`src/hw/csa_pkg.sv`:
```
package csa_pkg;

	localparam int csa_data_w = 32;
	localparam int csa_addr_w = 10;

	localparam int csa_job_words = 5;
	localparam int csa_result_words = 7;

	localparam logic [csa_addr_w-1:0] reg_channel = 'd0;
	localparam logic [csa_addr_w-1:0] reg_in_valid = 'd1;
	localparam logic [csa_addr_w-1:0] reg_in_data_0 = 'd2; // up to 6
	localparam logic [csa_addr_w-1:0] reg_out_valid = 'd7;
	localparam logic [csa_addr_w-1:0] reg_out_data_0 = 'd8; // up to 14
	localparam logic [csa_addr_w-1:0] reg_catch_index = 'd15;
	localparam logic [csa_addr_w-1:0] reg_catch_low = 'd16;
	localparam logic [csa_addr_w-1:0] reg_catch_high = 'd17;
	localparam logic [csa_addr_w-1:0] reg_clear = 'd18;

	typedef struct packed {
		logic [csa_data_w-1:0] block;
		logic [2*csa_data_w-1:0] key;
		logic [csa_data_w-1:0] times;
		logic [csa_data_w-1:0] times_start;
	} csa_job_t;

	typedef struct packed {
		csa_job_t job;
		logic [2*csa_data_w-1:0] out;
	} csa_result_t;

	typedef logic [63:0] csa_catch_t;

	// word order on the bus is block, key low, key high, times, times_start
	function automatic logic [csa_data_w-1:0] csa_job_word(csa_job_t job, logic [2:0] idx);
		case (idx)
			3'd0: return job.block;
			3'd1: return job.key[csa_data_w-1:0];
			3'd2: return job.key[2*csa_data_w-1:csa_data_w];
			3'd3: return job.times;
			default: return job.times_start;
		endcase
	endfunction

	function automatic logic [csa_data_w-1:0] csa_result_word(csa_result_t res, logic [2:0] idx);
		case (idx)
			3'd5: return res.out[csa_data_w-1:0];
			3'd6: return res.out[2*csa_data_w-1:csa_data_w];
			default: return csa_job_word(res.job, idx);
		endcase
	endfunction

endpackage

```
`src/hw/csa_trial_unit.sv`:
```
`timescale 1ns/1ps

module csa_trial_unit (
	input logic axi_mm_clk,
	input logic rst_n,
	input csa_pkg::csa_job_t job_i,
	input logic wen_i,
	output logic full_o,
	output logic ready_o,
	input logic take_i,
	output csa_pkg::csa_result_t result_o
);

	import csa_pkg::*;

	logic running_q;
	logic [csa_data_w-1:0] k_q;
	logic [2*csa_data_w-1:0] acc_q;
	csa_job_t job_q;
	logic last_trial;

	assign last_trial = (k_q == job_q.times);
	assign result_o = '{job: job_q, out: acc_q};

	always_ff @(posedge axi_mm_clk) begin
		if (!rst_n) begin
			full_o <= 1'b0;
			ready_o <= 1'b0;
			running_q <= 1'b0;
		end else if (wen_i) begin
			full_o <= 1'b1;
			ready_o <= 1'b0;
			running_q <= 1'b1;
		end else if (running_q && last_trial) begin
			running_q <= 1'b0;
			ready_o <= 1'b1;
		end else if (take_i) begin
			ready_o <= 1'b0;
			full_o <= 1'b0;
		end
	end

	// one trial per cycle, so the latency follows times
	always_ff @(posedge axi_mm_clk) begin
		if (wen_i) begin
			job_q <= job_i;
			acc_q <= job_i.key;
			k_q <= '0;
		end else if (running_q && !last_trial) begin
			acc_q <= {acc_q[2*csa_data_w-2:0], acc_q[2*csa_data_w-1]}
				^ {{csa_data_w{1'b0}}, job_q.block ^ (job_q.times_start + k_q)};
			k_q <= k_q + 1'b1;
		end
	end

	a_no_write_when_full: assert property (@(posedge axi_mm_clk) disable iff (!rst_n)
		wen_i |-> !full_o);

	a_take_when_ready: assert property (@(posedge axi_mm_clk) disable iff (!rst_n)
		take_i |-> ready_o);

endmodule

```
`config.mk`:
```
export PLATFORM = sky130hd
export DESIGN_NAME = csa_trial_unit
export DESIGN_NICKNAME = d
export VERILOG_FILES = /design/src/hw/csa_pkg.sv /design/src/hw/csa_trial_unit.sv
export SDC_FILE = /design/constraint.sdc
export NUM_CORES = 1
export LEC_CHECK = 0
export ABC_AREA = 1
export BUFFER_PORTS_ARGS = -buffer_cell sky130_fd_sc_hd__buf_2
export CAP_MARGIN = 10
export CORE_ASPECT_RATIO = 0.8
export CORE_MARGIN = 5
export CORE_UTILIZATION = 35
export DETAILED_ROUTE_END_ITERATION = 16
export SKIP_CTS_REPAIR_TIMING = 1
export SYNTH_ARGS = -nofsm -noshare
export SYNTH_HDL_FRONTEND = slang
export SYNTH_SLANG_ARGS = --single-unit
```
`constraint.sdc`:
```
create_clock -name axi_mm_clk -period 8.8 [get_ports axi_mm_clk]
set_input_delay 0.88 -clock axi_mm_clk [delete_from_list [all_inputs] [get_ports axi_mm_clk]]
set_output_delay 0.88 -clock axi_mm_clk [all_outputs]
set_load 0.02 [all_outputs]
```
* After elaboration in Yosys (flattened, before gate mapping) *
Cells that the tools add are included.

word-level totals
  flip-flop bits (word level) = 259
  bits of input ports = 164
  word-level logic and storage cells = 33

cells by class
  $add $sub $neg = 2
  eq/ne operators = 2
  muxes and demuxes = 8
  bitwise operators = 3
  reductions and logical operators = 9

operator list
  cell                     number
  $mux W64                 2
  $xor A64 B32 Y64         1
  $add A32 B1 Y32 const B  1
  $add A32 B32 Y32         1
  $eq A32 B32 Y1           1
  $xor A32 B32 Y32         1
  $reduce_bool A2 Y1       4
  $mux W1                  6
  $logic_and A1 B1 Y1      2
  $ne A2 B2 Y1 const B     1
  $reduce_and A2 Y1        1
  $reduce_or A2 Y1         1
  $logic_not A1 Y1         1
  $not A1 Y1               1

* Longest topological paths before layout *
  depth in word-level cells = 5
  mapped depth = 14
  depth with buffers taken out = 14

* Worst setup path before layout *
No wires, ideal clock.

  kind = input to register
  from = input port wen_i
  to = register acc_q[0] (enable)
  setup time = 0.689 ns
  arrival time = 2.779 ns
  path slack = 5.332 ns
  cell stages on the path = 5
  buffers on the path = 3
  cell sequence = clkbuf_1 > inv_1 > clkbuf_1 > clkbuf_1 > nand2_1

between the ends
  cells in the longest elaborated chain, start to end = 1

RTL lines
  item                          line                  source
  start: declaration            csa_trial_unit.sv:7   input logic wen_i,
  $reduce_bool A2 Y1 (no line)  n/a
  end signal: assignment        csa_trial_unit.sv:47  acc_q <= job_i.key;
  end signal: assignment        csa_trial_unit.sv:50  acc_q <= {acc_q[2*csa_data_w-2:0], acc_q[2*csa_data_w-1]}
  end: declaration              csa_trial_unit.sv:18  logic [2*csa_data_w-1:0] acc_q;

No other way between the ends.
A chain may end at the register's enable or synchronous reset.

* Worst setup path after layout *
  from = register k_q[21]
  to = register acc_q[25] (enable)

between the ends
  cells in the longest elaborated chain, start to end = 4

RTL lines
  item                          line                  source
  start: declaration            csa_trial_unit.sv:17  logic [csa_data_w-1:0] k_q;
  start signal: assignment      csa_trial_unit.sv:52  k_q <= k_q + 1'b1;
  $eq A32 B32 Y1                csa_trial_unit.sv:22  assign last_trial = (k_q == job_q.times);
  $logic_not A1 Y1              csa_trial_unit.sv:49  end else if (running_q && !last_trial) begin
  $logic_and A1 B1 Y1           csa_trial_unit.sv:49
  $reduce_bool A2 Y1 (no line)  n/a

No other way between the ends.

==> results.json <==
{
  "status": "finished clean",
  "finalClockSkew_ns": 0.0246,
  "routed_via_density": 4.73,
  "max_stage_delay_ns": 0.71,
  "wire_length_of_the_first_global_routing_pass_um": 61200,
  "min_hold_slack_ns": 0.470,
  "synth_area_per_cell_um2": 9.67,
  "irDropWorstVdd_v": 0.000160,
  "post_cts_clock_slew_at_the_launch_and_capture_registers_of_the_worst_setup_and_hold_paths_ns": 0.06,
  "critical_path.top_delay_family": "simple AND/OR/NAND/NOR gates",
  "dp_hpwl_um": 32300,
  "fin_ws_ns": 5.94,
  "power.leakage_uw": 0.00705,
  "power_density_nw_per_um2": 201,
  "critPathCaptureType": "flip-flop",
  "vias_in_the_first_global_route": 10100,
  "ys_warns": 0,
  "worst_path_max_delay_cell": "sky130_fd_sc_hd__nand2_4",
  "ctsRootBufferMaster": "sky130_fd_sc_hd__clkbuf_16",
  "post_route_cells_drive_above_1_share_pct": 26.9,
  "dp_worst_setup_slack_ns": 5.43,
  "number_of_standard_cells_after_synthesis": 1311,
  "routed_wl_um": 40900,
  "fp.coreArea_um2": 35800,
  "timing.critical_path.required_ns": 8.98,
  "max_slew_margin_pct": 37.2,
  "cell_type_with_the_highest_aggregate_area_in_the_netlist": "sky130_fd_sc_hd__edfxtp_1",
  "num-fill-cells": 3555,
  "antenna_found_initial": 2,
  "finalCriticalPeriod_ns": 2.86,
  "finalCritPeriodShare_pct": 32.5,
  "synth_enable_flop_cells": 224,
  "drt_pass1_iterations": 5,
  "synth-seq-area-share_pct": 58.6,
  "finalSetupViolations": 0,
  "chain_of_cells_forming_the_critical_path": "inv_1 > nand2_1 > nand2_1 > nand2_1 > nor2_1 > nand2_1 > nor2_2 > nand2_4 > nand2_8 > nand2_4",
  "critical-path-top-cell-by-count": "sky130_fd_sc_hd__nand2_1",
  "cts_inserted_buffers": 28,
  "drt-initial-drc-count": 686,
  "grt_usage_pct": 19.4,
  "ioPinCount": 390,
  "dieHeight_um": 180,
  "grt.overflow.total": 0,
  "grt_setup_unrepaired": "no",
  "synth.top_cell.area_share_pct": 53.0,
  "fp.dieArea_um2": 40200,
  "cts.sinks": 259,
  "clock_network_latency_to_the_later_pin_of_the_worst_skew_pair_ns": 0.56,
  "drv.max_cap_violation_count": 0,
  "yosys_most_used_dff": "sky130_fd_sc_hd__edfxtp_1",
  "critical_path_class": "flip-flop to flip-flop",
  "yosys-top-cells-count": "454 x sky130_fd_sc_hd__nand2_1, 224 x sky130_fd_sc_hd__edfxtp_1, 97 x sky130_fd_sc_hd__inv_1",
  "maximum_fanout_encountered_on_the_critical_timing_path": 64,
  "final_max_slew_viol_count": 0,
  "critical_path.n_buffers_inverters": 1,
  "floorplan.initialDensity_pct": 35.4,
  "port_buffers": 389,
  "register_area_um2": 7430,
  "final_antenna_net_count": 0,
  "area_delta_synth_final_pct": 26.4,
  "mappedNetlistNets": 1508,
  "most_repeated_cell_in_the_gate_level_netlist_after_synthesis": "sky130_fd_sc_hd__nand2_1",
  "placement_rows": 62,
  "seq_cells_post_synth": 259,
  "accumulated_negative_setup_slack_ns": 0,
  "post_synth_num_cell_types": 33,
  "drcViolationCount": 0,
  "die_width_um": 223,
  "synthArstFlopShare_pct": 0,
  "clock.fmax_ghz": 0.350,
  "gp_congestion": 0.898,
  "nNetsFinal": 1903,
  "vias": 10500,
  "synth_area_um2": 12700,
  "finalPower_uw": 3220,
  "timing.final.hold_violations": 0,
  "layout.core_utilization_pct": 44.7,
  "grt_start_max_net_pins": 81,
  "hold_path.class": "flip-flop to flip-flop",
  "synthTopCellsByArea": "sky130_fd_sc_hd__edfxtp_1 53%, sky130_fd_sc_hd__nand2_1 13%, sky130_fd_sc_hd__dfxtp_1 5.5%",
  "cts_tree": "yes",
  "routed_wire_length_per_instance_um": 18.5,
  "footprint_of_the_multi_input_gates_um2": 4730,
  "htreeDepth": 1,
  "tightest_slew_ns": 0.942,
  "setup.worst_path.start_class": "flip-flop",
  "ctsLongestPathBuffers": 3,
  "arrival_ns": 3.04
}
[per-stage QoR]
stage          cells  area [um2]
5_1_grt         2209       16000
4_1_cts         2208       16000
3_5_place_dp    2156       15100
3_3_place_gp    2156       15100
6_report        2209       16000
2_1_floorplan   1311       12700
[layer usage]
metal / vias up / track usage [%] / wire length [um]
met4: 2 / 4.16 / 922
met1: 4872 / 27.8 / 18700
met2: 392 / 29.7 / 17800
met3: 51 / 5.11 / 3450
met5: - / 0 / 9
li1: 5136 / - / -
[path summary, 6_finish.rpt]
check	from	endpoint	cells past startpoint	slack, ns
hold reg to reg	full_o$_SDFFE_PN0P_	full_o$_SDFFE_PN0P_	2	0.47
setup reg to reg	k_q[21]$_SDFFE_PP0P_	acc_q[25]$_DFFE_PP_	10	5.94
hold / removal	full_o$_SDFFE_PN0P_	full_o$_SDFFE_PN0P_	2	0.47
setup / recovery	k_q[21]$_SDFFE_PP0P_	acc_q[25]$_DFFE_PP_	10	5.94
[worst reg2reg max path: cells and delay by family, from the launching register on]
family        cells  cell delay (ns)
flops             1             0.55
buf+inv           1             0.10
simple gates      9             1.73
[cells by family (layout without fill, tap and decap cells)]
family / count (synthesis) / in the layout / share of synthesized area, %
other: 0 / 1 / 0
DFF: 259 / 259 / 58.6
buffers and inverters: 133 / 550 / 4.20
xor gates and xnor gates: 114 / 114 / 7.87
and+or+nand+nor: 666 / 666 / 21.6
AOI/OAI and AO/OA: 106 / 106 / 4.43
adders and majority gates: 33 / 33 / 3.32
[sequential cells by signal, summed over array words and instances (netlist names)]
register	count
acc_q	64
ready_o	1
full_o	1
running_q	1
result_o	160
k_q	32
[cells in the final DEF (no fill, tap or decap), types with 29 or more instances in the layout]
| cell | count |
|---|---|
| sky130_fd_sc_hd__xnor2_1 | 79 |
| sky130_fd_sc_hd__dfxtp_1 | 35 |
| sky130_fd_sc_hd__inv_1 | 96 |
| sky130_fd_sc_hd__nor2_1 | 89 |
| sky130_fd_sc_hd__buf_2 | 388 |
| sky130_fd_sc_hd__edfxtp_1 | 224 |
| sky130_fd_sc_hd__o21ai_0 | 32 |
| sky130_fd_sc_hd__nand2_1 | 453 |
| sky130_fd_sc_hd__ha_1 | 32 |
| sky130_fd_sc_hd__nand3_1 | 75 |
| sky130_fd_sc_hd__clkbuf_16 | 29 |
| sky130_fd_sc_hd__a21oi_1 | 63 |
| sky130_fd_sc_hd__xor2_1 | 35 |
[cell type report]
class,count,area share (%)
sequential,259,46.3
inverter,104,2.44
clock inverter,15,0.695
clock buffer,37,4.84
antenna,1,0.0156
timing repair buffer,394,12.4
multi-input combinational,919,29.5
tap,480,3.75
[report_power, final]
part	switching, uW	internal (uW)
sequential	70.4	1460
clock	488	650
combinational	351	197
Note: power is estimated with default switching activity, not from simulation.
