[src/hw/csa_pkg.sv]
package csa_pkg;

	localparam int csa_data_w = 32;
	localparam int csa_addr_w = 10;

	localparam int csa_job_words = 5;
	localparam int csa_result_words = 7;

	localparam logic [csa_addr_w-1:0] reg_channel = 'd0;
	localparam logic [csa_addr_w-1:0] reg_in_valid = 'd1;
	localparam logic [csa_addr_w-1:0] reg_in_data_0 = 'd2; // up to 6
	localparam logic [csa_addr_w-1:0] reg_out_valid = 'd7;
	localparam logic [csa_addr_w-1:0] reg_out_data_0 = 'd8; // up to 14
	localparam logic [csa_addr_w-1:0] reg_catch_index = 'd15;
	localparam logic [csa_addr_w-1:0] reg_catch_low = 'd16;
	localparam logic [csa_addr_w-1:0] reg_catch_high = 'd17;
	localparam logic [csa_addr_w-1:0] reg_clear = 'd18;

	typedef struct packed {
		logic [csa_data_w-1:0] block;
		logic [2*csa_data_w-1:0] key;
		logic [csa_data_w-1:0] times;
		logic [csa_data_w-1:0] times_start;
	} csa_job_t;

	typedef struct packed {
		csa_job_t job;
		logic [2*csa_data_w-1:0] out;
	} csa_result_t;

	typedef logic [63:0] csa_catch_t;

	// word order on the bus is block, key low, key high, times, times_start
	function automatic logic [csa_data_w-1:0] csa_job_word(csa_job_t job, logic [2:0] idx);
		case (idx)
			3'd0: return job.block;
			3'd1: return job.key[csa_data_w-1:0];
			3'd2: return job.key[2*csa_data_w-1:csa_data_w];
			3'd3: return job.times;
			default: return job.times_start;
		endcase
	endfunction

	function automatic logic [csa_data_w-1:0] csa_result_word(csa_result_t res, logic [2:0] idx);
		case (idx)
			3'd5: return res.out[csa_data_w-1:0];
			3'd6: return res.out[2*csa_data_w-1:csa_data_w];
			default: return csa_job_word(res.job, idx);
		endcase
	endfunction

endpackage

[src/hw/csa_regfile.sv]
`timescale 1ns/1ps

module csa_regfile #(
	parameter int unit_num = 4,
	localparam int idx_w = (unit_num > 1) ? $clog2(unit_num) : 1
) (
	input logic axi_mm_clk,
	input logic rst_n,
	input logic wen_i,
	input logic [csa_pkg::csa_addr_w-1:0] waddr_i,
	input logic [csa_pkg::csa_data_w-1:0] wdata_i,
	input logic ren_i,
	input logic [csa_pkg::csa_addr_w-1:0] raddr_i,
	output logic [csa_pkg::csa_data_w-1:0] rdata_o,
	input logic disp_pulse_i,
	input logic [idx_w-1:0] disp_index_i,
	input csa_pkg::csa_job_t disp_job_i,
	input logic coll_pulse_i,
	input logic [idx_w-1:0] coll_index_i,
	input csa_pkg::csa_result_t coll_result_i,
	input csa_pkg::csa_catch_t count_i,
	output logic [7:0] bin_sel_o,
	output logic clear_o
);

	import csa_pkg::*;

	logic [idx_w-1:0] chan_q;
	logic in_valid_q;
	logic out_valid_q;
	logic [1:0] clr_q;
	logic chan_wr;
	csa_job_t in_mirror_q;
	csa_result_t out_mirror_q;
	logic [csa_addr_w-1:0] in_off;
	logic [csa_addr_w-1:0] out_off;

	assign chan_wr = wen_i && (waddr_i == reg_channel) && (wdata_i < csa_data_w'(unit_num));
	assign in_off = raddr_i - reg_in_data_0;
	assign out_off = raddr_i - reg_out_data_0;
	assign clear_o = |clr_q; // two cycles wide

	always_ff @(posedge axi_mm_clk) begin
		if (!rst_n) begin
			chan_q <= '0;
			in_valid_q <= 1'b0;
			out_valid_q <= 1'b0;
			bin_sel_o <= '0;
			clr_q <= '0;
		end else begin
			clr_q <= {clr_q[0], wen_i && (waddr_i == reg_clear)};
			if (wen_i && (waddr_i == reg_catch_index)) begin
				bin_sel_o <= wdata_i[7:0];
			end
			if (chan_wr) begin
				chan_q <= wdata_i[idx_w-1:0];
				in_valid_q <= 1'b0; // a pulse for the old channel is dropped
				out_valid_q <= 1'b0;
			end else begin
				if (disp_pulse_i && (disp_index_i == chan_q)) begin
					in_valid_q <= 1'b1;
				end
				if (coll_pulse_i && (coll_index_i == chan_q)) begin
					out_valid_q <= 1'b1;
				end
			end
		end
	end

	always_ff @(posedge axi_mm_clk) begin
		if (!chan_wr && disp_pulse_i && (disp_index_i == chan_q)) begin
			in_mirror_q <= disp_job_i;
		end
		if (!chan_wr && coll_pulse_i && (coll_index_i == chan_q)) begin
			out_mirror_q <= coll_result_i;
		end
	end

	always_ff @(posedge axi_mm_clk) begin
		if (!rst_n) begin
			rdata_o <= '0;
		end else if (ren_i) begin
			case (raddr_i)
				reg_channel: rdata_o <= csa_data_w'(chan_q);
				reg_in_valid: rdata_o <= csa_data_w'(in_valid_q);
				reg_out_valid: rdata_o <= csa_data_w'(out_valid_q);
				reg_catch_index: rdata_o <= csa_data_w'(bin_sel_o);
				reg_catch_low: rdata_o <= count_i[csa_data_w-1:0];
				reg_catch_high: rdata_o <= count_i[2*csa_data_w-1:csa_data_w];
				default: begin
					if (in_off < csa_addr_w'(csa_job_words)) begin
						rdata_o <= csa_job_word(in_mirror_q, in_off[2:0]);
					end else if (out_off < csa_addr_w'(csa_result_words)) begin
						rdata_o <= csa_result_word(out_mirror_q, out_off[2:0]);
					end else begin
						rdata_o <= {16'hE000, {(16-csa_addr_w){1'b0}}, raddr_i};
					end
				end
			endcase
		end
	end

	a_chan_range: assert property (@(posedge axi_mm_clk) disable iff (!rst_n)
		chan_q < unit_num);

endmodule

[config.mk]
export PLATFORM = sky130hd
export DESIGN_NAME = csa_regfile
export DESIGN_NICKNAME = d
export VERILOG_FILES = /design/src/hw/csa_pkg.sv /design/src/hw/csa_regfile.sv
export SDC_FILE = /design/constraint.sdc
export NUM_CORES = 1
export LEC_CHECK = 0
export BUFFER_PORTS_ARGS = -buffer_cell sky130_fd_sc_hd__buf_2
export CORE_UTILIZATION = 30
export CTS_CLUSTER_DIAMETER = 50
export CTS_CLUSTER_SIZE = 25
export DETAILED_ROUTE_END_ITERATION = 16
export GPL_TIMING_DRIVEN = 1
export PLACE_DENSITY = 0.52
export SETUP_SLACK_MARGIN = 0.05
export SLEW_MARGIN = 20
export SYNTH_ARGS = -nofsm -noshare
export SYNTH_HDL_FRONTEND = slang
export SYNTH_SLANG_ARGS = --single-unit
[constraint.sdc]
create_clock -name axi_mm_clk -period 15.2 [get_ports axi_mm_clk]
set_input_delay 0 -clock axi_mm_clk [delete_from_list [all_inputs] [get_ports axi_mm_clk]]
set_output_delay 0 -clock axi_mm_clk [all_outputs]
set_load 0.05 [all_outputs]
**After elaboration in Yosys (flattened, before gate mapping)**

Index checks and enable logic that the tools add are counted.

- $add $sub $neg: 2
- Magnitude comparators: 3
- Equal/unequal tests: 17
- Mux-type cells: 6
- Bitwise operators: 1
- Reduce and logical (&&, ||, !) cells: 17

Operators by type and width:

| cell | number |
|---|---|
| 32-bit case mux with 4 select lines | 2 |
| 32-bit case mux with 6 select lines | 1 |
| 32-bit two-way mux | 2 |
| 32-bit case mux with 2 select lines | 1 |
| 32-bit by 3-bit < comparator with 1-bit output, second input constant | 1 |
| 10-bit by 5-bit equality test with 1-bit output, second input constant | 3 |
| 10-bit by 4-bit equality test with 1-bit output, second input constant | 2 |
| 10-bit zero test | 2 |
| 10-bit by 3-bit < comparator with 1-bit output, second input constant | 2 |
| 3-bit by 2-bit equality test with 1-bit output, second input constant | 4 |
| 10-bit by 1-bit equality test with 1-bit output, second input constant | 1 |
| 10-bit by 3-bit equality test with 1-bit output, second input constant | 1 |
| 1-bit logical AND | 10 |
| 10-bit by 2-bit subtractor with 10-bit output, second input constant | 1 |
| 10-bit by 4-bit subtractor with 10-bit output, second input constant | 1 |
| 3-bit by 1-bit equality test with 1-bit output, second input constant | 2 |
| 3-bit equality test, second input constant | 2 |
| 3-bit zero test | 2 |
| 2-bit equality test | 2 |
| 2-bit OR reduction | 2 |
| 1-bit zero test | 1 |
| 1-bit inverter | 1 |

- Flip-flop bits (word level): 430

**Depth between registers and ports, before layout**

- Depth after elaboration: 7
- Gate-level depth with buffers: 12
- Mapped depth without buffers: 8

**Worst setup path after synthesis**

No wires, ideal clock.

- Path kind: flip-flop to flip-flop
- Start: register chan_q[1]
- End: register out_mirror_q[0] (netlist bit) (enable)
- Setup time: 0.812 ns
- Arrival: 9.888 ns
- Data required time: 14.388 ns
- Path slack: 4.500 ns
- Cell stages (with the launch flop): 4
- Path buffers: 0
- Cell sequence: dfxtp_1 > xnor2_1 > nand3_1 > nor2_1

- Word-level cells in the longest chain between the ends: 2

Ends and longest elaborated chain:

| what | line | text |
|---|---|---|
| start: declaration | csa_regfile.sv:28 | `logic [idx_w-1:0] chan_q;` |
| start signal: assignment | csa_regfile.sv:56 | `chan_q <= wdata_i[idx_w-1:0];` |
| 2-bit equality test | csa_regfile.sv:74 | `if (!chan_wr && coll_pulse_i && (coll_index_i == chan_q)) begin` |
| 1-bit logical AND | csa_regfile.sv:74 |  |
| end signal: assignment | csa_regfile.sv:75 | `out_mirror_q <= coll_result_i;` |
| end: declaration | csa_regfile.sv:34 | `csa_result_t out_mirror_q;` |

No other way between the ends.
A chain may end at the register's enable or synchronous reset.

**Worst setup path in the final report**

- Start: input port raddr_i[1] (netlist bit)
- End: register rdata_o[23] (netlist bit)

- Word-level cells in the longest chain between the ends: 7
- Elaborated cells on any way between the ends: 26
- Those cells by class: add/sub (2); order compare (2); eq/ne (13); mux (6); reduce/logical (3)

Ends and longest elaborated chain:

| what | line | text |
|---|---|---|
| start: declaration | csa_regfile.sv:13 | `input logic [csa_pkg::csa_addr_w-1:0] raddr_i,` |
| 10-bit by 4-bit subtractor with 10-bit output | csa_regfile.sv:40 | `assign out_off = raddr_i - reg_out_data_0;` |
| 3-bit by 2-bit equality test with 1-bit output, or another cell as far along | csa_pkg.sv:35 | `case (idx)` |
| 32-bit case mux with 4 select lines | csa_pkg.sv:35 |  |
| 32-bit case mux with 2 select lines | csa_pkg.sv:45 | `case (idx)` |
| 32-bit two-way mux | csa_regfile.sv:93 | `end else if (out_off < csa_addr_w'(csa_result_words)) begin` |
| 32-bit two-way mux | csa_regfile.sv:91 | `if (in_off < csa_addr_w'(csa_job_words)) begin` |
| 32-bit case mux with 6 select lines * | csa_regfile.sv:83 | `case (raddr_i)` |
| end signal: assignment | csa_regfile.sv:84 | `reg_channel: rdata_o <= csa_data_w'(chan_q);` |
| end signal: assignment | csa_regfile.sv:92 | `rdata_o <= csa_job_word(in_mirror_q, in_off[2:0]);` |
| end signal: assignment | csa_regfile.sv:94 | `rdata_o <= csa_result_word(out_mirror_q, out_off[2:0]);` |
| end: declaration | csa_regfile.sv:14 | `output logic [csa_pkg::csa_data_w-1:0] rdata_o,` |

Mark *: on every way between the ends. The rest lies on a longest branch, timed or not.

==> run metrics <==
CP cell instances buf_4 -> buf_4 -> and2b_1 -> o21ai_1 -> or4_1 -> nor2_8 -> a221oi_1 -> dlygate4sd3_1 -> o21ai_1; FF-to-FF End out_mirror_q[143]$_DFFE_PP_; initial antenna violation count 11; Via density 4.78; setup violators final 0; compound-cell area share of the yosys netlist 9.94%; R2R Path Start chan_q[1]$_SDFFE_PN0P_; footprint of the multi-input gates 4630 um2; Detailed Routing Iterations Pass 1 5; Chip Height 243 um; HPWL after DPL 43700 um; fin crit share 24.1%; yosys warns 0; initial drt markers 962; fill count 4969; TritonCTS clock tree yes; Leak 10.4 nW; global-route wire length before repair 93300 um; pwr dens 108 nW/um2; Async SR Flop Fraction 0%; total core area 56800 um2; Cell variety after synth 58; Worst Tran Pin Value 1.02 ns; Die ar. 59000 um2; Placed Cells 2371; post-synthesis mux area share 9.65%; final worst clock skew 0.0278 ns; worst path arrival time 4.16 ns; Global Route Usage Sum 21.3%; Worst Hold Class in2reg; clk sinks 430; RSZ-0062 raised after global routing false; HP Start rst_n; CP max-delay cell buf_4; H-tree depth 2; post-synthesis sequential area ratio 71.5%; GP Congestion 0.855; chip width 243 um; clock root cell clkbuf_16; synthesized area 17400 um2; gate count after technology mapping 1119; peak supply drop 0.0898 mV; Post-Route Setup TNS 0 ns; # rows 87; Critical Path Start Type input pin; final hold slack 0.0526 ns; Post-Synth Simple-Gate Area 6.05%; Detail Route Antenna Nets 0; CTS max path bufs 3; Num CTS Buffers 49; Remaining DRCs 0; register area 12500 um2; number of synthesized flops with an enable pin 384; area added between synthesis and finish 56.9%; flop2flop setup slack 11.72 ns; minimum clock period 3.66 ns; register clock-pin slew on the reported worst setup and hold paths 0.07 ns; vias 14000; Post-synth top flop edfxtp_1; largest family of logic cells by synthesized area compound AO/OA/AOI/OAI gates; Post-Synth Adder-Cell Area 0.359%; crit path max fanout 44; Buf+Inv Stages, Crit Path 3; GR Overflow Total 0; Slew Viols, Final 0; share of cells above drive strength 1 34.2%; PortBufs 550; nets 2645; CP delay by family, top simple AND/OR/NAND/NOR gates; wire length per cell 21.8 um; crit end category flop; clk_lat worst skew 0.60 ns; syn_area_per_cell 15.6 um2; Core Util, Final 48.1%; max incr delay on CP 0.80 ns; design area 27300 um2; Hold Vio Cnt, Final 0; CP Class in2reg; #FFs+latches synth 430; Initial Util 30.6%; Mapped Nets 1634; Critical Path RT 15.70 ns; IO Pins 551; achievable frequency 0.273 GHz; Crit. path cell count 9; Hold Path Depth 4; fraction of synthesized cell area in xor and xnor cells 0.352%; Final Non-Filler Cells 2932; worst r2r path cells 6; vias in the first global route 15100; placed cell areas 20900 um2; status complete, no violations; Hold EP rdata_o[4]$_SDFFE_PN0P_; max_cap viols 0; largest net degree at the start of global routing 92; headroom to the max-slew limit 32.2%; final wirelength 63900 um
[registers in the layout, indices dropped and copies added, names as in the netlist]
signal / flops
clr_q: 2
in_mirror_q: 160
bin_sel_o: 8
rdata_o: 32
chan_q: 2
out_valid_q: 1
out_mirror_q: 224
in_valid_q: 1
[layout make-up]
type	count	area share, %
timing repair buffer	1031	27.6
inverter	8	0.110
clock inverter	36	1.53
antenna	6	0.0550
multi-input combinational	610	16.9
tap	756	3.46
clock buffer	55	4.73
sequential	430	45.6
[layout by cell type (no fill, tap or decap), types with 13 or more instances in the layout]
cell           count
a21oi_1           67
a221oi_1          22
a31oi_1           22
buf_2            548
buf_4             17
clkbuf_16         51
dfxtp_1           46
dlygate4sd3_1    464
edfxtp_1         384
mux2_2            29
mux2i_1           34
mux4_2            45
nand2_1          128
nor2b_1           13
nor4_1            13
o211ai_1          20
o21ai_0           54
o22ai_1           19
[worst reg2reg max path, stage by stage (launching register included)]
cell     delay, ns
dfxtp_1       0.42
xnor2_1       0.14
nand3_1       0.16
nor2_4        0.11
buf_4         0.69
buf_6         0.76
buf_4         0.79
[cell families after synthesis]
logic type	after synthesis
AOI/OAI and AO/OA	270
xor gates and xnor gates	7
adders and majority gates	5
buffers and inverters	79
DFF	430
muxes	108
and+or+nand+nor	220
[power breakdown]
group	total, mW	switching (mW)	internal [mW]
clock network	1.24	0.533	0.703
registers	1.36	0.0163	1.35
logic	0.348	0.165	0.183
[how the worst max path moves through the flow]
stage	from	endpoint	slack (ns)
2_1_floorplan	chan_q[1]$_SDFFE_PN0P_	out_mirror_q[0]$_DFFE_PP_	4.50
3_3_place_gp	raddr_i[0]	rdata_o[8]$_SDFFE_PN0P_	11.23
3_5_place_dp	raddr_i[1]	rdata_o[8]$_SDFFE_PN0P_	11.26
4_1_cts	chan_q[1]$_SDFFE_PN0P_	out_mirror_q[143]$_DFFE_PP_	11.34
5_1_grt	raddr_i[1]	rdata_o[6]$_SDFFE_PN0P_	11.22
6_report	raddr_i[1]	rdata_o[23]$_SDFFE_PN0P_	11.54
[Yosys cell counts, types with 3 or more instances]
cell / n / area [um2]
o21ai_0: 54 / 270
dfxtp_1: 46 / 921
buf_2: 23 / 115
a21boi_0: 3 / 22.5
a31oi_1: 22 / 138
nand4_1: 4 / 25.0
a21oi_1: 68 / 340
buf_6: 4 / 45.0
a21o_1: 10 / 75.1
mux4_2: 45 / 1010
o221ai_1: 12 / 105
and2_1: 8 / 50.1
inv_1: 7 / 26.3
a221oi_1: 22 / 193
a211oi_1: 3 / 22.5
ha_1: 5 / 62.6
mux2_2: 29 / 327
a22o_1: 12 / 105
mux2i_1: 34 / 340
nor2b_1: 13 / 81.3
a22oi_1: 10 / 75.1
o22ai_1: 19 / 119
clkbuf_1: 39 / 146
nor3_1: 4 / 20.0
buf_4: 3 / 22.5
nand2b_1: 4 / 25.0
edfxtp_1: 384 / 11500
nor4_1: 14 / 87.6
nand2_1: 128 / 480
o21ai_1: 5 / 25.0
xnor2_1: 6 / 52.6
nor2_1: 16 / 60.1
nand3_1: 12 / 60.1
o211ai_1: 20 / 150
[what timing repair did]
item / in CTS / in global routing
setup buffers: 0 / 0
endpoints found under the hold margin: 428 / 0
endpoints found under the setup margin: 0 / 0
hold buffers: 464 / 0
gates resized for setup: 0 / 0
[metal layers]
layer / routed length, um / vias to the layer above / track usage (%)
met5: 70 / - / 0
met3: 4230 / 132 / 4.23
met1: 24800 / 6814 / 25.5
li1: - / 6475 / -
met4: 2180 / 12 / 7.92
met2: 32600 / 588 / 37.8
[stage by stage]
step                      worst slack, ns  total power [mW]
after CTS                           11.34              2.97
after global routing                11.22              3.05
after floorplan                      4.50              1.52
final                               11.54              2.95
after detailed placement            11.26              1.64
after global placement              11.23              1.64
Note: power is estimated with default switching activity, not from simulation.
