--- config.mk ---
export PLATFORM = sky130hd
export DESIGN_NAME = csa_result_collect
export DESIGN_NICKNAME = d
export VERILOG_FILES = /design/src/hw/csa_pkg.sv /design/src/hw/csa_result_collect.sv
export SDC_FILE = /design/constraint.sdc
export NUM_CORES = 1
export LEC_CHECK = 0
export ABC_AREA = 1
export BUFFER_PORTS_ARGS = -buffer_cell sky130_fd_sc_hd__buf_2
export CAP_MARGIN = 20
export CORE_AREA = 2 2 459 461
export CTS_BUF_LIST = sky130_fd_sc_hd__clkbuf_4 sky130_fd_sc_hd__clkbuf_8
export CTS_CLUSTER_DIAMETER = 50
export CTS_CLUSTER_SIZE = 16
export DETAILED_ROUTE_END_ITERATION = 7
export DIE_AREA = 0 0 461 463
export HOLD_SLACK_MARGIN = 0.1
export MAX_ROUTING_LAYER = met4
export PLACE_DENSITY = 0.3
export SYNTH_ARGS = -nofsm -noshare
export SYNTH_HDL_FRONTEND = slang
export SYNTH_SLANG_ARGS = --single-unit
--- constraint.sdc ---
create_clock -name axi_mm_clk -period 5.6 [get_ports axi_mm_clk]
set_input_delay 0 -clock axi_mm_clk [delete_from_list [all_inputs] [get_ports axi_mm_clk]]
set_output_delay 0 -clock axi_mm_clk [all_outputs]
set_load 0.05 [all_outputs]
--- src/hw/csa_pkg.sv ---
package csa_pkg;

	localparam int csa_data_w = 32;
	localparam int csa_addr_w = 10;

	localparam int csa_job_words = 5;
	localparam int csa_result_words = 7;

	localparam logic [csa_addr_w-1:0] reg_channel = 'd0;
	localparam logic [csa_addr_w-1:0] reg_in_valid = 'd1;
	localparam logic [csa_addr_w-1:0] reg_in_data_0 = 'd2; // up to 6
	localparam logic [csa_addr_w-1:0] reg_out_valid = 'd7;
	localparam logic [csa_addr_w-1:0] reg_out_data_0 = 'd8; // up to 14
	localparam logic [csa_addr_w-1:0] reg_catch_index = 'd15;
	localparam logic [csa_addr_w-1:0] reg_catch_low = 'd16;
	localparam logic [csa_addr_w-1:0] reg_catch_high = 'd17;
	localparam logic [csa_addr_w-1:0] reg_clear = 'd18;

	typedef struct packed {
		logic [csa_data_w-1:0] block;
		logic [2*csa_data_w-1:0] key;
		logic [csa_data_w-1:0] times;
		logic [csa_data_w-1:0] times_start;
	} csa_job_t;

	typedef struct packed {
		csa_job_t job;
		logic [2*csa_data_w-1:0] out;
	} csa_result_t;

	typedef logic [63:0] csa_catch_t;

	// word order on the bus is block, key low, key high, times, times_start
	function automatic logic [csa_data_w-1:0] csa_job_word(csa_job_t job, logic [2:0] idx);
		case (idx)
			3'd0: return job.block;
			3'd1: return job.key[csa_data_w-1:0];
			3'd2: return job.key[2*csa_data_w-1:csa_data_w];
			3'd3: return job.times;
			default: return job.times_start;
		endcase
	endfunction

	function automatic logic [csa_data_w-1:0] csa_result_word(csa_result_t res, logic [2:0] idx);
		case (idx)
			3'd5: return res.out[csa_data_w-1:0];
			3'd6: return res.out[2*csa_data_w-1:csa_data_w];
			default: return csa_job_word(res.job, idx);
		endcase
	endfunction

endpackage

--- src/hw/csa_result_collect.sv ---
`timescale 1ns/1ps

module csa_result_collect #(
	parameter int unit_num = 4,
	localparam int idx_w = (unit_num > 1) ? $clog2(unit_num) : 1
) (
	input logic axi_mm_clk,
	input logic rst_n,
	input logic [unit_num-1:0] unit_ready_i,
	input csa_pkg::csa_result_t unit_result_i [unit_num],
	output logic [unit_num-1:0] unit_take_o,
	input logic out_full_i,
	output logic out_wen_o,
	output logic [csa_pkg::csa_data_w-1:0] out_wdata_o,
	output logic coll_pulse_o,
	output logic [idx_w-1:0] coll_index_o,
	output csa_pkg::csa_result_t coll_result_o,
	output logic hit_o,
	output logic [7:0] hit_bin_o
);

	import csa_pkg::*;

	typedef enum logic [2:0] {
		st_idle,
		st_take,
		st_wait_room,
		st_burst,
		st_advance
	} coll_state_t;

	coll_state_t state_q;
	logic [idx_w-1:0] idx_q;
	logic [2:0] word_q;
	csa_result_t res_q;

	assign coll_index_o = idx_q;
	assign coll_result_o = res_q;
	assign hit_bin_o = res_q.out[7:0];

	always_ff @(posedge axi_mm_clk) begin
		if (!rst_n) begin
			state_q <= st_idle;
			idx_q <= '0;
			word_q <= '0;
			unit_take_o <= '0;
			out_wen_o <= 1'b0;
			coll_pulse_o <= 1'b0;
			hit_o <= 1'b0;
		end else begin
			unit_take_o <= '0;
			out_wen_o <= 1'b0;
			coll_pulse_o <= 1'b0;
			hit_o <= 1'b0;
			case (state_q)
				st_idle: begin
					if (unit_ready_i[idx_q]) begin
						state_q <= st_take;
					end
				end
				st_take: begin
					unit_take_o[idx_q] <= 1'b1;
					coll_pulse_o <= 1'b1;
					word_q <= '0;
					state_q <= st_wait_room;
				end
				st_wait_room: begin
					// room is checked once, the host guarantees the whole burst
					if (!out_full_i) begin
						out_wen_o <= 1'b1;
						word_q <= 3'd1;
						state_q <= st_burst;
					end
				end
				st_burst: begin
					out_wen_o <= 1'b1;
					hit_o <= (word_q == 3'd5);
					word_q <= word_q + 1'b1;
					if (word_q == 3'(csa_result_words - 1)) begin
						state_q <= st_advance;
					end
				end
				st_advance: begin
					idx_q <= (idx_q == idx_w'(unit_num - 1)) ? '0 : idx_q + 1'b1;
					state_q <= st_idle;
				end
				default: state_q <= st_idle;
			endcase
		end
	end

	always_ff @(posedge axi_mm_clk) begin
		if (state_q == st_take) begin
			res_q <= unit_result_i[idx_q];
		end
		out_wdata_o <= csa_result_word(res_q, word_q); // only sampled with out_wen_o
	end

endmodule

**After elaboration in Yosys (flattened, before gate mapping)**

Cells that the tools add are included.
W data, S select, Z words.

- Logic and storage cells: 59
- Output and inout port bits: 273
- Input bits: 903
- Register bits after elaboration: 271

- Reduce and logical (&&, ||, !) cells: 8
- Equal/unequal tests: 13
- Multiplexer cells: 19
- Add/subtract/negate cells: 2
- Bitwise operators: 1
- $lt $le $gt $ge: 3

Operators by type and width:

| operator | number |
|---|---|
| $bmux W224 S2 | 1 |
| $mux W224 | 2 |
| $pmux W32 S4 | 1 |
| $pmux W32 S2 | 1 |
| $eq A3 B2 Y1 const B | 4 |
| $mux W3 | 4 |
| $pmux W3 S4 | 1 |
| $eq A3 B3 Y1 const B | 3 |
| $pmux W3 S3 | 1 |
| $eq A3 B1 Y1 const B | 2 |
| $logic_not A3 Y1 | 2 |
| $ne A2 B2 Y1 const B | 3 |
| $reduce_and A2 Y1 | 3 |
| $mux W1 | 4 |
| $add A3 B1 Y3 const B | 1 |
| $ge A3 B3 Y1 const B | 1 |
| $lt A2 B3 Y1 const B | 1 |
| $not A2 Y3 | 1 |
| $reduce_and A3 Y1 | 1 |
| $reduce_bool A3 Y1 | 1 |
| $add A2 B1 Y2 const B | 1 |
| $bmux W1 S2 | 1 |
| $demux W1 S2 | 1 |
| $eq A2 B2 Y1 const B | 1 |
| other kinds (4) | 4 |

**Logic depth before layout (Yosys ltp)**

Gate-level depths: netlist (run 1).

- Word-level depth: 4
- Gate-level depth with buffers: 11
- Depth with buffers taken out: 9

**Worst setup path before layout (run 1)**

No wires, ideal clock.

- Kind: flip-flop to flip-flop
- Start point: register state_q[2]
- End point: register res_q (netlist bit coll_result_o[0]) (enable)
- Path buffers: 0
- Arrival: 4836 ps
- Stages on the path, launching flop included: 4
- Data required time: 5025 ps
- Setup slack: 189 ps
- Clock period less this slack: 5411 ps
- Setup time: 575 ps
- Cell sequence: dfxtp_1 inv_1 nand3_1 inv_1

- Word-level cells in the longest chain between the ends: 1

RTL lines:

| element | RTL line | RTL |
|---|---|---|
| from (decl) | csa_result_collect.sv:32 | `coll_state_t state_q;` |
| from (signal assigned) | csa_result_collect.sv:43 | `state_q <= st_idle;` |
| from (signal assigned) | csa_result_collect.sv:58 | `state_q <= st_take;` |
| from (signal assigned) | csa_result_collect.sv:65 | `state_q <= st_wait_room;` |
| $eq A3 B1 Y1 | csa_result_collect.sv:93 | `if (state_q == st_take) begin` |
| to (signal assigned) | csa_result_collect.sv:94 | `res_q <= unit_result_i[idx_q];` |
| to (decl) | csa_result_collect.sv:35 | `csa_result_t res_q;` |

Every way passes these cells.
A chain may end at the register's enable or synchronous reset.

**Worst setup path after layout (run 1)**

- Start point: register idx_q[1] (netlist: coll_index_o[1])
- End point: register res_q (netlist bit coll_result_o[188]), data pin

- Word-level cells in the longest chain between the ends: 4

RTL lines:

| element | RTL line | RTL |
|---|---|---|
| from (decl) | csa_result_collect.sv:33 | `logic [idx_w-1:0] idx_q;` |
| from (signal assigned) | csa_result_collect.sv:84 | `idx_q <= (idx_q == idx_w'(unit_num - 1)) ? '0 : idx_q + 1'b1;` |
| $not A2 Y3 (not written as such) | csa_result_collect.sv:94 |  |
| $bmux W224 S2 | csa_result_collect.sv:94 |  |
| $mux W224 (not written as such) (2 in series) | csa_result_collect.sv:94 |  |

Every way passes these cells. The select of a mux whose other input is x is not followed.

==> results of run 1 <==
[cells in the final DEF (no fill, tap or decap), drive strengths merged, types with 24 or more instances in the layout]
cell type    count
a32o            32
edfxtp         224
dfxtp           47
nand4           32
o22ai          224
nand2          173
buf           1205
nor2           495
inv             92
clkinv          24
o21ai          486
dlygate4sd3    977
diode          195
clkbuf          97
[worst register-to-register path, stage by stage (launching register included)]
cell and delay (ps):
dfxtp_4 900, inv_8 530, buf_4 560, o21ai_0 350, o22ai_1 130, dlygate4sd3_1 590, dlygate4sd3_1 560
[final cells by class]
type	instances	area, sq um
fillers	24100	172000
well taps	2805	3510
clock inverters	48	578
repair buffers	2182	15900
clock buffers	97	1250
inverters	90	360
diodes	195	488
multi-input cells	1469	7120
flip-flops and latches	271	7680
[registers in the layout, summed over array words and instances, names as in the netlist]
signal,count
coll_result_o,224
out_wdata_o,32
unit_take_o,4
state_q,3
word_q,3
coll_index_o,2
coll_pulse_o,1
hit_o,1
out_wen_o,1
[kinds of logic after synthesis]
kind of cell,synth area share
buffers and inverters,0.0767
AND/OR/NAND/NOR,0.174
flip-flops,0.480
AO/OA/AOI/OAI,0.263
adder cells (fa/ha/maj),0.00705
[report_power, final]
group	internal [mW]	switching [mW]	total, mW
clock network	2.00	1.42	3.42
logic	1.79	4.59	6.37
registers	3.08	1.11	4.19
total	6.86	7.11	14.0
[metal layers]
layer / up-vias / track usage
met2: 1409 / 0.338
met1: 12800 / 0.215
met4: 0 / 0.0744
met5: - / -
li1: 11700 / -
met3: 357 / 0.0654
[what timing repair did]
action                                 in CTS  in global routing
hold buffers                              977                  0
setup endpoints to repair                   0                  0
endpoints found under the hold margin     239                  0
[worst max-delay path by stage]
| stage | from | endpoint |
|---|---|---|
| after global placement | coll_index_o[1] | coll_result_o[219] |
| after CTS | coll_index_o[1] | coll_result_o[188] |
| after detailed placement | word_q[1] | out_wdata_o[9] |
| after floorplan | state_q[2] | coll_result_o[0] |
| after global routing | coll_index_o[1] | coll_result_o[122] |
| final | coll_index_o[1] | coll_result_o[188] |
[stage by stage]
stage | total power, mW | cell area (sq um) | setup WS, ps | util
detailed placement | 9.83 | 24800 | 2740 | 0.119
CTS | 14.3 | 36400 | 1770 | 0.175
global route | 14.6 | 36800 | 1700 | 0.177
floorplan | 6.74 | 16000 | 189 | -
global placement | 9.87 | 24800 | 2710 | 0.119
finish | 14.0 | 36900 | 1780 | 0.177
==> PnR_summary.wiki, run 1 <==
{| class="wikitable"
! Metric !! Value
|-
| First-iteration detailed-routing DRC count || a little under 2,000
|-
| Critical Path Sink Type || flop
|-
| Kind of cell adding the most delay to the critical path || buffers and inverters
|-
| Cell seen most often among critical-path stages || dlygate4sd3_1
|-
| Core area || around 210,000 sq um
|-
| Largest incremental delay on the critical path || 900 ps
|-
| Critical Path Stages || 6
|-
| Most used flip-flop cell after synthesis || edfxtp_1
|-
| Max Used Layer || met4
|-
| Library cell with the largest summed area after synthesis || edfxtp_1
|-
| Arrival time reported for the critical path endpoint || 4370 ps
|-
| Fmax || about 260 MHz
|-
| Initial antenna violation count || 262
|-
| Die X || 461 um
|-
| Power density over the cells || 379 nW/um^2
|-
| Largest net degree at the start of global routing || 134
|-
| Max Clock Skew || about 60 ps
|-
| Worst Hold End || coll_result_o[158]
|-
| Layout Area Growth over Synthesis || 131%
|-
| Clock latency on the worst-skew pair || 810 ps
|-
| Met3 wirelength from detailed routing || 18,500 um
|-
| Via count || approximately 26,000
|-
| Inserted Clock Buffers || 79
|-
| Mapped Nets || between 2,000 and 3,000
|-
| Clock input transition at the sequential cells of the worst setup and hold paths || ~60 ps
|-
| Yosys warning count || 0
|-
| Clock Tree Root || clkbuf_8
|-
| Wire per inst || a little over 30 um
|-
| Count of flip-flops with a built-in enable after synthesis || 224
|-
| Total count of hold-check failures in the final report || 0
|-
| Crit Reg-Reg Endpoint || coll_result_o[188]
|-
| Distinct cell type count of the synthesized netlist || 27
|-
| Overflow left after global routing || 0
|-
| Post-route insts no fill || 7,157
|-
| Post-CTS resize count || 0
|-
| Number of nets in the finished design || 5,005
|-
| Proportion of synthesized chip area in sequential cells || 0.480
|-
| Main area contributors after synthesis || edfxtp_1, o21ai_0, nor2_1, o22ai_1, dfxtp_1
|-
| RSZ-0062 raised after global routing || no
|-
| Most instantiated library cell after synthesis || nor2_1
|-
| Mean post-synth cell area || 7.92 sq um
|-
| Critical path peak fanout || 80
|-
| IO Port Bufs || 1,175
|-
| Data required time at the worst endpoint || 6140 ps
|-
| Cell count after placement || 5,840
|-
| Reg-to-reg critical path startpoint || coll_index_o[1]
|-
| Vias in the first global route || approximately 26,000
|-
| Number of sinks handled by clock tree synthesis || ~270
|-
| Post-synthesis async set-or-reset flop share || 0
|-
| Remaining antenna violation count || 0
|-
| Min Clock Period, post-route || approximately 3800 ps
|-
| Max cap viols || 0
|-
| Detail-routed via count per cell || 3.67
|-
| Maximum buffer depth of the clock tree || 3
|-
| Area of the die || 213,000 sq um
|-
| Worst Max-Slew Pin Slew || 1020 ps
|-
| Number of design rule violations left after detail routing || 0
|-
| Yosys reg bits || 271
|-
| Fraction of the cycle the final worst path needs || 0.682
|-
| Die Y-Extent || approximately 460 um
|-
| Setup-violating endpoint count in the final report || 0
|-
| Number of ports placed on the die boundary || between 1,000 and 1,500
|-
| Run status || finished, final reports clean
|-
| Worst IR Drop VDD || 0.257 mV
|-
| Most numerous cell types in the synthesized netlist || nor2_1, o21ai_0, edfxtp_1, o22ai_1, nand2_1
|-
| Syn Inst Count || slightly above 2,000
|-
| Tot GR Track Use || 0.199
|-
| Initial core utilization || 0.0766
|-
| Clock tree from TritonCTS || done
|-
| Launch instance of the worst min-delay path || unit_result_i[830]
|-
| Ordered list of cells on the worst path || inv_8 -> buf_4 -> o21ai_0 -> o22ai_1 -> dlygate4sd3_1 -> dlygate4sd3_1
|-
| Fraction of final layout cells sized beyond drive strength 1 || 0.327
|-
| Sum of buffers and inverters on the critical path || 4
|-
| Post-route worst hold slack || 216 ps
|-
| Cell with the largest stage delay on the worst path || dfxtp_4
|-
| Reported leakage power || 15.2 nW
|-
| Number of post-CTS setup repair buffers || 0
|-
| Post-Synthesis Cell Area || 16,000 sq um
|-
| Launching element type of the critical path || flop
|-
| Worst hold path stage count || 4
|-
| M1 wire length || 83,100 um
|-
| Total wire length || 216,000 um
|-
| Cells on worst reg2reg path || 6
|-
| Setup Crit Path Kind || reg2reg
|-
| Relative slew slack || 0.316
|-
| Setup tns final || 0 ps
|-
| Number of H-tree levels || 3
|-
| Site row count || 168
|-
| First-pass GRT wire length || 268,000 um
|-
| GP Congestion || slightly below 0.9
|-
| First-pass iteration count of the detailed router || 6
|-
| Max Transition Viols Final || 0
|-
| Hold Path Class || in2reg
|-
| Slack of the worst reg-to-reg path || 1780 ps
|-
| Share of the synthesized area in the top cell type || 0.421
|-
| Detailed-placement wirelength estimate || 182,000 um
|-
| DR WL met2 || approximately 110,000 um
|}
No activity file was read; power rests on OpenSTA's default activity.
==> inputs of run 2 (changes only) <==
--- a/config.mk
+++ b/config.mk
@@ -8,12 +8,12 @@
 export ABC_AREA = 1
 export BUFFER_PORTS_ARGS = -buffer_cell sky130_fd_sc_hd__buf_2
 export CAP_MARGIN = 20
-export CORE_AREA = 2 2 459 461
+export CORE_AREA = 2 2 463 465
 export CTS_BUF_LIST = sky130_fd_sc_hd__clkbuf_4 sky130_fd_sc_hd__clkbuf_8
 export CTS_CLUSTER_DIAMETER = 50
 export CTS_CLUSTER_SIZE = 16
 export DETAILED_ROUTE_END_ITERATION = 7
-export DIE_AREA = 0 0 461 463
+export DIE_AREA = 0 0 465 467
 export HOLD_SLACK_MARGIN = 0.1
 export MAX_ROUTING_LAYER = met4
 export PLACE_DENSITY = 0.3
==> constraint.sdc (replaced) <==
create_clock -name axi_mm_clk -period 3.7 [get_ports axi_mm_clk]
set_input_delay 0 -clock axi_mm_clk [delete_from_list [all_inputs] [get_ports axi_mm_clk]]
set_output_delay 0 -clock axi_mm_clk [all_outputs]
set_load 0.05 [all_outputs]
==> PnR_summary.wiki, run 2 (synthesized netlist as in run 1, its figures left out) <==
{| class="wikitable"
! Metric !! Value
|-
| Area of the die || ~220,000 sq um
|-
| RSZ-0062 raised after global routing || no
|-
| Clock tree from TritonCTS || done
|-
| Total count of hold-check failures in the final report || 0
|-
| Reg-to-reg critical path startpoint || coll_index_o[0]
|-
| IO Port Bufs || 1,175
|-
| Cell count after placement || 5,875
|-
| Most frequent standard cell in the layout excluding fill and tap cells || buf_2
|-
| Critical Path Sink Type || flop
|-
| Worst hold path stage count || 4
|-
| Relative slew slack || 0.293
|-
| Crit Reg-Reg Endpoint || coll_result_o[112]
|-
| Largest net degree at the start of global routing || 87
|-
| Hold Path Class || in2reg
|-
| Number of sinks handled by clock tree synthesis || about 270
|-
| Launch instance of the worst min-delay path || unit_result_i[718]
|-
| Number of design rule violations left after detail routing || 0
|-
| Top library cells by usage in the layout, fill and taps aside || buf_2, dlygate4sd3_1, nor2_1, o21ai_0
|-
| Worst Hold End || coll_result_o[46]
|-
| Post-route insts no fill || 7,095
|-
| Post-CTS resize count || 0
|-
| Setup-violating endpoint count in the final report || 0
|-
| Min Clock Period, post-route || 3390 ps
|-
| Worst IR Drop VDD || between 0.5 and 0.6 mV
|-
| Max Clock Skew || 43.0 ps
|-
| Die Y-Extent || 467 um
|-
| Number of H-tree levels || 3
|-
| Clock latency on the worst-skew pair || 820 ps
|-
| Number of ports placed on the die boundary || 1,176
|-
| Fill count || 24,300
|-
| Clock input transition at the sequential cells of the worst setup and hold paths || 60 ps
|-
| First-pass GRT wire length || 272,000 um
|-
| Site row count || 169
|-
| Setup tns final || 0 ps
|-
| Detail-routed via count per cell || ~3.7
|-
| Die X || 465 um
|-
| Largest incremental delay on the critical path || 630 ps
|-
| Max cap viols || 0
|-
| Worst Max-Slew Pin Slew || about 1000 ps
|-
| Remaining antenna violation count || 0
|-
| Via count || 26,100
|-
| Critical path peak fanout || between 80 and 90
|-
| Core area || 212,000 sq um
|-
| GP Congestion || between 0.8 and 0.9
|-
| Tot GR Track Use || 0.198
|-
| Number of post-CTS setup repair buffers || 0
|-
| Arrival time reported for the critical path endpoint || 3960 ps
|-
| Cell with the largest stage delay on the worst path || o21ai_0
|-
| Run status || finished, final reports clean
|-
| First-pass iteration count of the detailed router || 5
|-
| Initial core utilization || 0.0755
|-
| Final Util || 0.174
|-
| Slack of the worst reg-to-reg path || 310 ps
|-
| Layout Area Growth over Synthesis || 131%
|-
| Launching element type of the critical path || flop
|-
| Total wire length || about 220,000 um
|-
| Maximum buffer depth of the clock tree || 3
|-
| Detailed-placement wirelength estimate || 186,000 um
|-
| First-iteration detailed-routing DRC count || 1,837
|-
| Clock Tree Root || clkbuf_8
|-
| Initial antenna violation count || 238
|-
| Ordered list of cells on the worst path || inv_8 -> buf_12 -> buf_12 -> o21ai_0 -> o22ai_1 -> dlygate4sd3_1 -> dlygate4sd3_1
|-
| Fmax || 295 MHz
|-
| Inserted Clock Buffers || 82
|-
| Total power || 21.8 mW
|-
| Post-route worst hold slack || 171 ps
|-
| Overflow left after global routing || 0
|-
| Vias in the first global route || 26,700
|-
| Setup Crit Path Kind || reg2reg
|-
| Post-CTS Hold Buffers || about 940
|-
| Fraction of the cycle the final worst path needs || 0.917
|-
| Number of nets in the finished design || 4,989
|-
| Flip-flop count of the largest register, all copies and words added || 224
|-
| Reported leakage power || 15.2 nW
|-
| Power density over the cells || 591 nW/um^2
|-
| Cells on worst reg2reg path || 7
|-
| Data required time at the worst endpoint || 4260 ps
|-
| Wire per inst || 30.8 um
|-
| Fraction of final layout cells sized beyond drive strength 1 || 0.335
|-
| Max Transition Viols Final || 0
|}
[run 2: cell types whose count changed in the layout (fill, tap and decap cells not counted), sizes merged]
cell	change
diode	-66
clkbuf	+5
bufinv	+1
dlygate4sd3	-38
buf	+19
clkinv	-1
clkinvlp	+4
inv	-2
[run 2: layer usage]
metal,wire (um),vias to the layer above,global-route usage,share of wire
met5,0,-,-,0
met4,7460,0,0.0629,0.034
met3,17400,375,0.0591,0.080
li1,-,11500,-,-
met1,91500,12700,0.234,0.42
met2,102000,1516,0.322,0.47
[run 2: power breakdown]
group / switching, mW / internal (mW)
Combinational: 7.25 / 2.72
Clock: 2.17 / 3.29
Sequential: 1.67 / 4.66
[run 2: critical path: cells and delay by family, from the launching register on]
family          cells  cell delay, ps
compound gates      2             760
flops               1             480
buf+inv             5            1830
[run 2: final cells by class]
class	instances	area, sq um	area share
multi-input cells	1469	7130	0.194
flip-flops and latches	271	7680	0.208
inverters	90	357	0.00968
clock inverters	50	591	0.0160
repair buffers	2163	15900	0.430
well taps	2821	3530	0.0958
diodes	129	323	0.00876
clock buffers	102	1370	0.0373
[run 2: worst max-delay path by stage]
stage	start	end	slack, ps	cells past startpoint
floorplan	state_q[2]	coll_result_o[0]	-500	3
CTS	coll_index_o[0]	coll_result_o[112]	240	7
global placement	word_q[0]	out_wdata_o[17]	720	9
global route	coll_index_o[0]	coll_result_o[112]	190	7
finish	coll_index_o[0]	coll_result_o[112]	310	7
detailed placement	word_q[0]	out_wdata_o[17]	750	9
[run 2: through the flow]
step           setup slack [ps]  instance area (sq um)
4_1_cts                     237                  36500
5_1_grt                     195                  36800
2_1_floorplan              -497                  16000
6_report                    306                  36800
3_5_place_dp                752                  25200
3_3_place_gp                719                  25200
